==> config.mk <==
export PLATFORM = sky130hd
export DESIGN_NAME = debug_unit
export DESIGN_NICKNAME = d
export VERILOG_FILES = /design/src/source/du_cmd_pkg.sv /design/src/source/du_cpu_pkg.sv /design/src/source/debug_unit.sv /design/src/source/du_cmd_decoder.sv /design/src/source/du_program_loader.sv /design/src/source/du_word_sender.sv
export VERILOG_INCLUDE_DIRS = /design/src /design/src/source
export SDC_FILE = /design/constraint.sdc
export NUM_CORES = 1
export LEC_CHECK = 0
export BUFFER_PORTS_ARGS = -buffer_cell sky130_fd_sc_hd__buf_2
export CAP_MARGIN = 20
export CORE_UTILIZATION = 40
export CTS_BUF_LIST = sky130_fd_sc_hd__clkbuf_4 sky130_fd_sc_hd__clkbuf_8
export CTS_CLUSTER_SIZE = 25
export DETAILED_ROUTE_END_ITERATION = 8
export PLACE_DENSITY = 0.77
export SLEW_MARGIN = 15
export SYNTH_ARGS = -nofsm -noshare
export SYNTH_HDL_FRONTEND = slang
export SYNTH_SLANG_ARGS = --single-unit
==> constraint.sdc <==
create_clock -name i_du_clk -period 2 [get_ports i_du_clk]
set_input_delay 0 -clock i_du_clk [delete_from_list [all_inputs] [get_ports i_du_clk]]
set_output_delay 0 -clock i_du_clk [all_outputs]
set_load 0.01 [all_outputs]
==> src/source/du_macros.svh <==
`ifndef DU_MACROS_SVH
`define DU_MACROS_SVH

// Datapath widths fixed by the CPU
`define DU_BYTE_W         8
`define DU_WORD_W         32
`define DU_REG_ADDR_W     5
`define DU_MEM_ADDR_W     8

// Serial framing of one word
`define DU_BYTES_PER_WORD 4

// Byte advance per instruction
`define DU_ADDR_STEP      4

// End of program marker
`define DU_HALT_WORD      32'hFC00_0000

`endif

==> src/source/du_cmd_pkg.sv <==
`include "du_macros.svh"

package du_cmd_pkg;

    // Host command bytes
    typedef enum logic [`DU_BYTE_W-1:0] {
        CMD_LOAD     = 8'h02,
        CMD_RUN      = 8'h05,
        CMD_READ_REG = 8'h06,
        CMD_READ_MEM = 8'h07,
        CMD_STEP     = 8'h0D,
        CMD_RESET    = 8'h0F
    } du_cmd_e;

    // Command decoder FSM
    typedef enum logic [2:0] {
        ST_IDLE,
        ST_LOAD,
        ST_REG_ADDR,
        ST_MEM_ADDR,
        ST_RUN,
        ST_STEP,
        ST_RESET,
        ST_SEND
    } du_state_e;

endpackage

==> src/source/du_cpu_pkg.sv <==
`include "du_macros.svh"

package du_cpu_pkg;

    typedef logic [`DU_BYTE_W-1:0]     du_byte_t;     // One host byte
    typedef logic [`DU_WORD_W-1:0]     du_word_t;     // Instruction or data word
    typedef logic [`DU_REG_ADDR_W-1:0] du_reg_addr_t; // Register file index
    typedef logic [`DU_MEM_ADDR_W-1:0] du_mem_addr_t; // Byte address into memories

endpackage

==> src/source/debug_unit.sv <==
`include "du_macros.svh"

module debug_unit
    import du_cpu_pkg::*;
(
    input  logic         i_du_clk,
    input  logic         i_du_reset,
    input  logic         i_rx_valid,
    input  du_byte_t     i_rx_data,
    input  logic         i_halt,
    input  du_word_t     i_reg_data,
    input  du_word_t     i_mem_data,
    output logic         o_tx_valid,
    output du_byte_t     o_tx_data,
    output du_word_t     o_inst_data,
    output du_mem_addr_t o_inst_addr,
    output logic         o_inst_write_en,
    output du_reg_addr_t o_reg_addr,
    output du_mem_addr_t o_mem_addr,
    output logic         o_clk_en,
    output logic         o_step_mode,
    output logic         o_cpu_reset
);

    logic load_start;
    logic load_byte_valid;
    logic load_done;
    logic send_reg;
    logic send_mem;
    logic send_done;

    du_cmd_decoder u_decoder (
        .i_du_clk          (i_du_clk),
        .i_du_reset        (i_du_reset),
        .i_rx_valid        (i_rx_valid),
        .i_rx_data         (i_rx_data),
        .i_halt            (i_halt),
        .i_load_done       (load_done),
        .i_send_done       (send_done),
        .o_load_start      (load_start),
        .o_load_byte_valid (load_byte_valid),
        .o_send_reg        (send_reg),
        .o_send_mem        (send_mem),
        .o_reg_addr        (o_reg_addr),
        .o_mem_addr        (o_mem_addr),
        .o_clk_en          (o_clk_en),
        .o_step_mode       (o_step_mode),
        .o_cpu_reset       (o_cpu_reset)
    );

    du_program_loader u_loader (
        .i_du_clk        (i_du_clk),
        .i_du_reset      (i_du_reset),
        .i_start         (load_start),
        .i_byte_valid    (load_byte_valid),
        .i_byte          (i_rx_data),       // Gating is done by the decoder
        .o_inst_data     (o_inst_data),
        .o_inst_addr     (o_inst_addr),
        .o_inst_write_en (o_inst_write_en),
        .o_done          (load_done)
    );

    du_word_sender u_sender (
        .i_du_clk   (i_du_clk),
        .i_du_reset (i_du_reset),
        .i_send_reg (send_reg),
        .i_send_mem (send_mem),
        .i_reg_word (i_reg_data),
        .i_mem_word (i_mem_data),
        .o_tx_valid (o_tx_valid),
        .o_tx_data  (o_tx_data),
        .o_done     (send_done)
    );

endmodule

==> src/source/du_cmd_decoder.sv <==
`include "du_macros.svh"

module du_cmd_decoder
    import du_cmd_pkg::*;
    import du_cpu_pkg::*;
(
    input  logic         i_du_clk,
    input  logic         i_du_reset,
    input  logic         i_rx_valid,
    input  du_byte_t     i_rx_data,
    input  logic         i_halt,
    input  logic         i_load_done,
    input  logic         i_send_done,
    output logic         o_load_start,
    output logic         o_load_byte_valid,
    output logic         o_send_reg,
    output logic         o_send_mem,
    output du_reg_addr_t o_reg_addr,
    output du_mem_addr_t o_mem_addr,
    output logic         o_clk_en,
    output logic         o_step_mode,
    output logic         o_cpu_reset
);

    du_state_e state;
    du_state_e next_state;
    logic      reg_addr_byte;
    logic      mem_addr_byte;

    assign reg_addr_byte = i_rx_valid && (state == ST_REG_ADDR);
    assign mem_addr_byte = i_rx_valid && (state == ST_MEM_ADDR);

    always_ff @(posedge i_du_clk) begin
        if (i_du_reset) begin
            state <= ST_IDLE;
        end else begin
            state <= next_state;
        end
    end

    always_comb begin
        next_state = state;
        case (state)
            ST_IDLE: begin
                if (i_rx_valid) begin
                    case (i_rx_data)
                        CMD_LOAD:     next_state = ST_LOAD;
                        CMD_RUN:      next_state = ST_RUN;
                        CMD_READ_REG: next_state = ST_REG_ADDR;
                        CMD_READ_MEM: next_state = ST_MEM_ADDR;
                        CMD_STEP:     next_state = ST_STEP;
                        CMD_RESET:    next_state = ST_RESET;
                        default:      next_state = ST_IDLE; // Unknown byte ignored
                    endcase
                end
            end
            ST_LOAD: begin
                if (i_load_done) begin
                    next_state = ST_IDLE;
                end
            end
            ST_REG_ADDR, ST_MEM_ADDR: begin
                if (i_rx_valid) begin
                    next_state = ST_SEND;
                end
            end
            ST_RUN: begin
                if (i_halt) begin
                    next_state = ST_IDLE; // CPU reached halt
                end
            end
            ST_STEP, ST_RESET: begin
                next_state = ST_IDLE; // Single cycle actions
            end
            ST_SEND: begin
                if (i_send_done) begin
                    next_state = ST_IDLE;
                end
            end
            default: begin
                next_state = ST_IDLE;
            end
        endcase
    end

    // Read addresses and sender strobes
    always_ff @(posedge i_du_clk) begin
        if (i_du_reset) begin
            o_reg_addr <= '0;
            o_mem_addr <= '0;
            o_send_reg <= 1'b0;
            o_send_mem <= 1'b0;
        end else begin
            o_send_reg <= reg_addr_byte;
            o_send_mem <= mem_addr_byte;
            if (reg_addr_byte) begin
                o_reg_addr <= i_rx_data[`DU_REG_ADDR_W-1:0];
            end
            if (mem_addr_byte) begin
                o_mem_addr <= i_rx_data[`DU_MEM_ADDR_W-1:0];
            end
        end
    end

    // Loader clears its address on the command byte itself
    assign o_load_start      = i_rx_valid && (state == ST_IDLE) && (i_rx_data == CMD_LOAD);
    assign o_load_byte_valid = i_rx_valid && (state == ST_LOAD) && !i_load_done;

    assign o_clk_en    = (state == ST_RUN) || (state == ST_STEP);
    assign o_step_mode = (state == ST_STEP);
    assign o_cpu_reset = (state == ST_RESET);

endmodule

==> src/source/du_program_loader.sv <==
`include "du_macros.svh"

module du_program_loader
    import du_cpu_pkg::*;
(
    input  logic         i_du_clk,
    input  logic         i_du_reset,
    input  logic         i_start,
    input  logic         i_byte_valid,
    input  du_byte_t     i_byte,
    output du_word_t     o_inst_data,
    output du_mem_addr_t o_inst_addr,
    output logic         o_inst_write_en,
    output logic         o_done
);

    localparam int CNT_W = $clog2(`DU_BYTES_PER_WORD);

    logic [CNT_W-1:0] byte_cnt;
    du_word_t         word_reg;
    du_word_t         word_next;
    logic             last_byte;

    assign word_next = {word_reg[`DU_WORD_W-`DU_BYTE_W-1:0], i_byte}; // First byte ends up MSB
    assign last_byte = i_byte_valid && (byte_cnt == CNT_W'(`DU_BYTES_PER_WORD - 1));

    always_ff @(posedge i_du_clk) begin
        if (i_byte_valid) begin
            word_reg <= word_next;
        end
    end

    always_ff @(posedge i_du_clk) begin
        if (i_du_reset) begin
            byte_cnt        <= '0;
            o_inst_write_en <= 1'b0;
            o_done          <= 1'b0;
        end else begin
            o_inst_write_en <= last_byte;
            o_done          <= last_byte && (word_next == `DU_HALT_WORD);
            if (i_start) begin
                byte_cnt <= '0;
            end else if (i_byte_valid) begin
                byte_cnt <= byte_cnt + 1'b1; // Wraps after the last byte
            end
        end
    end

    // Address moves on once the write cycle is over
    always_ff @(posedge i_du_clk) begin
        if (i_du_reset) begin
            o_inst_addr <= '0;
        end else if (i_start) begin
            o_inst_addr <= '0;
        end else if (o_inst_write_en) begin
            o_inst_addr <= o_inst_addr + `DU_MEM_ADDR_W'(`DU_ADDR_STEP);
        end
    end

    assign o_inst_data = word_reg;

endmodule

==> src/source/du_word_sender.sv <==
`include "du_macros.svh"

module du_word_sender
    import du_cpu_pkg::*;
(
    input  logic     i_du_clk,
    input  logic     i_du_reset,
    input  logic     i_send_reg,
    input  logic     i_send_mem,
    input  du_word_t i_reg_word,
    input  du_word_t i_mem_word,
    output logic     o_tx_valid,
    output du_byte_t o_tx_data,
    output logic     o_done
);

    localparam int CNT_W = $clog2(`DU_BYTES_PER_WORD);

    logic [CNT_W-1:0] byte_cnt;
    du_word_t         shift_reg;
    logic             capture;

    assign capture = i_send_reg || i_send_mem;

    // Payload shifter sends the MSB first
    always_ff @(posedge i_du_clk) begin
        if (capture) begin
            shift_reg <= i_send_reg ? i_reg_word : i_mem_word;
        end else if (o_tx_valid) begin
            shift_reg <= {shift_reg[`DU_WORD_W-`DU_BYTE_W-1:0], {`DU_BYTE_W{1'b0}}};
        end
    end

    always_ff @(posedge i_du_clk) begin
        if (i_du_reset) begin
            o_tx_valid <= 1'b0;
            byte_cnt   <= '0;
        end else if (capture) begin
            o_tx_valid <= 1'b1;
            byte_cnt   <= '0;
        end else if (o_tx_valid) begin
            byte_cnt <= byte_cnt + 1'b1;
            if (o_done) begin
                o_tx_valid <= 1'b0; // Fourth byte just went out
            end
        end
    end

    assign o_tx_data = shift_reg[`DU_WORD_W-1 -: `DU_BYTE_W];
    assign o_done    = o_tx_valid && (byte_cnt == CNT_W'(`DU_BYTES_PER_WORD - 1));

endmodule
==> flow_summary.toml <==
[power]
internal_power_mw = 2.70
clkPwrFrac_pct = 34.9
p_leak_nw = 2.05
switching_share_pct = 22.5
switching_power_mw = 0.785
power_density_nw_per_um2 = 653
irDropWorstVdd_v = 0.000383
p_total_mw = 3.48
seq_power_share_pct = 59.7
p_comb_share_pct = 5.4

[clock_tree]
cts_tree = "built"
clock-sinks = 95
clkLatencyLatePin_ns = 0.36
cts_max_level = 3
clock-root-buffer = "clkbuf_8"
clockBufferDepth = 2
clkTransAtPathRegs_ns = 0.09
cts_buffers = 9

[critical_path]
end_kind = "flop"
worstPathArrival_ns = 1.91
critPathMaxFanout = 35
reg2reg_slack_ns = 0.20
start_kind = "flop"
crit_required_ns = 2.11
critical_path_class = "reg2reg"

[yosys]
syn_avg_cell_area_um2 = 11.8
synth.area.top_cells = "edfxtp_1, dfxtp_1, mux2i_1"
syn_area_um2 = 3950
synth_top_cell_area_share_pct = 48.7
synth-xor-area-share_pct = 1.78
seq_area_frac_synth_pct = 64.4
synth_compound_area_share_pct = 7.26
synth-simple-area-share_pct = 13.4
synth_edf_count = 64
ys_seq_elements = 95
synth_top_area_cell = "edfxtp_1"
syn-instance-count = 334
synthMuxAreaShare_pct = 8.12
synth_ff_type = "edfxtp_1"
synthDistinctLibCells = 39
yosys.area_share.adder_pct = 0.951
yosysWarnings = 0
async_flop_share_pct = 0
synth_top_family_by_area = "simple AND/OR/NAND/NOR gates"

[die]
num_rows = 35
die_height_um = 101
die_area_um2 = 10300
core-area_um2 = 9420
start_util_pct = 41.9
die_x_um = 101
ios = 142

[detailed_routing]
drtPass1Iterations = 5
wl_per_cell_um = 14.3
totalWireLength_um = 9170
num_vias = 3109
drt_iter0_drc = 97
drc = 0
ant_nets = 0
viasPerCell = 4.86

[placed_design]
routabilityCongestion = 0.738
dp_slack_ns = 0.518
port_buffers = 139
place_area_um2 = 4710
dp_hpwl_um = 6000

[layout]
antenna_cells = 0
area_delta_synth_final_pct = 35.1
nets = 585
final_cell_area_um2 = 5330
drive_above_1_share_pct = 32.5

[timing]
max-slew-margin-rel_pct = 62.4
hold_viol = 1
finalCritPeriodShare_pct = 90.1
setup_viol_count_final = 0
fin_ws_ns = 0.198
worst_pin_slew_ns = 0.562
drv_slew = 0
period_minus_slack_ns = 1.80
holdWs_ns = -0.00280
max_freq_mhz = 555
skew_ns = 0.0172
grt_setup_unrepaired = "false"
tns_ns = 0

[grt]
grt-ovfl-total = 0
grt_first_pass_wirelength_um = 13900
globalRouteTotalUtil_pct = 17.9
grt_max_degree = 68
antenna_found_initial = 0
grt_pass1_vias = 2970

[run_status]
status = "complete, but fails checks"
violations = "hold timing"

[run]
cap_violations = 0

[worst_hold_path]
min_path_type = "in2reg"
-- cell usage after synthesis (all sizes together), types with 4 or more instances --
| master | number |
|---|---|
| a21oi | 11 |
| xor2 | 5 |
| nor4 | 5 |
| nor3 | 5 |
| clkbuf | 12 |
| nor2 | 22 |
| inv | 4 |
| dfxtp | 31 |
| o21ai | 33 |
| mux2i | 32 |
| nand2 | 60 |
| edfxtp | 64 |
| buf | 14 |
-- per-stage QoR --
step / instances / utilization (%)
after global routing: 640 / 56.6
after detailed placement: 581 / 50.0
final: 640 / 56.6
after floorplan: 335 / -
after global placement: 581 / 50.0
after CTS: 640 / 56.6
-- worst max-delay path, stage by stage (launching register included) --
cell and delay [ns]:
dfxtp_2 0.34, buf_6 0.31, mux2i_1 0.22, o21ai_0 0.08
dlygate4sd3_1 0.57
-- repair_timing --
action / in CTS / in global routing
endpoints found under the hold margin: 52 / 0
setup buffers: 0 / 0
resized for setup: 0 / 1
setup endpoints to repair: 0 / 1
hold buffers: 43 / 0
-- layout make-up --
cell class / instances / area (um^2)
clock buffer: 10 / 138
tap: 129 / 161
timing repair buffer: 186 / 1170
fill: 785 / 4080
inverter: 4 / 15.0
sequential: 95 / 2540
clock inverter: 6 / 48.8
multi-input combinational: 210 / 1250
-- layer usage --
layer / vias to the layer above / part of all wire [%] / wire [um] / GRT usage, %
li1: 1528 / - / - / -
met1: 1442 / 40 / 3700 / 21.0
met2: 117 / 51 / 4700 / 31.2
met3: 22 / 5.6 / 517 / 3.80
met4: 0 / 2.7 / 252 / 8.36
met5: - / 0 / 0 / 0
-- worst paths after layout --
path | cells after the start | from | endpoint
setup / recovery | 4 | u_decoder.o_send_mem | u_sender.shift_reg[18]
hold / removal | 3 | i_reg_data[5] | u_sender.shift_reg[5]
setup reg to reg | 4 | u_decoder.o_send_mem | u_sender.shift_reg[18]
hold reg to reg | 2 | u_decoder.o_mem_addr[0] | u_decoder.o_mem_addr[0]
-- cells by family (layout without fill, tap and decap cells) --
| kind of cell | count (synthesis) | after routing |
|---|---|---|
| XOR/XNOR | 8 | 8 |
| AO/OA/AOI/OAI | 52 | 52 |
| AND/OR/NAND/NOR | 113 | 113 |
| flip-flops | 95 | 95 |
| other | 1 | 2 |
| buffers and inverters | 30 | 206 |
| adder cells (fa/ha/maj) | 3 | 3 |
| multiplexers | 32 | 32 |
-- layout by cell type, fill, tap and decap left out, types with 2 or more instances in the layout --
cell type	instances
ha_1	3
nand4_1	3
o2111ai_1	2
nand3_1	3
inv_1	4
dlygate4sd3_1	43
conb_1	2
buf_2	139
dfxtp_1	29
o21ai_0	33
nor3_1	4
nor4_1	5
xnor2_1	3
nor3b_1	2
inv_6	3
clkbuf_8	10
a21oi_1	11
buf_4	2
nand2_1	60
edfxtp_1	64
mux2i_1	32
nor2_1	22
nor2b_1	2
xor2_1	5
dfxtp_2	2
and3_1	2
-- power groups by stage --
stage | Sequential (mW) | Clock (mW) | Combinational (mW)
after floorplan | 2.12 | 0 | 0.0328
after global placement | 2.12 | 0 | 0.123
after detailed placement | 2.12 | 0 | 0.126
after CTS | 2.08 | 1.24 | 0.186
after global routing | 2.08 | 1.32 | 0.204
final | 2.08 | 1.22 | 0.189
No activity file was read; power rests on OpenSTA's default activity.
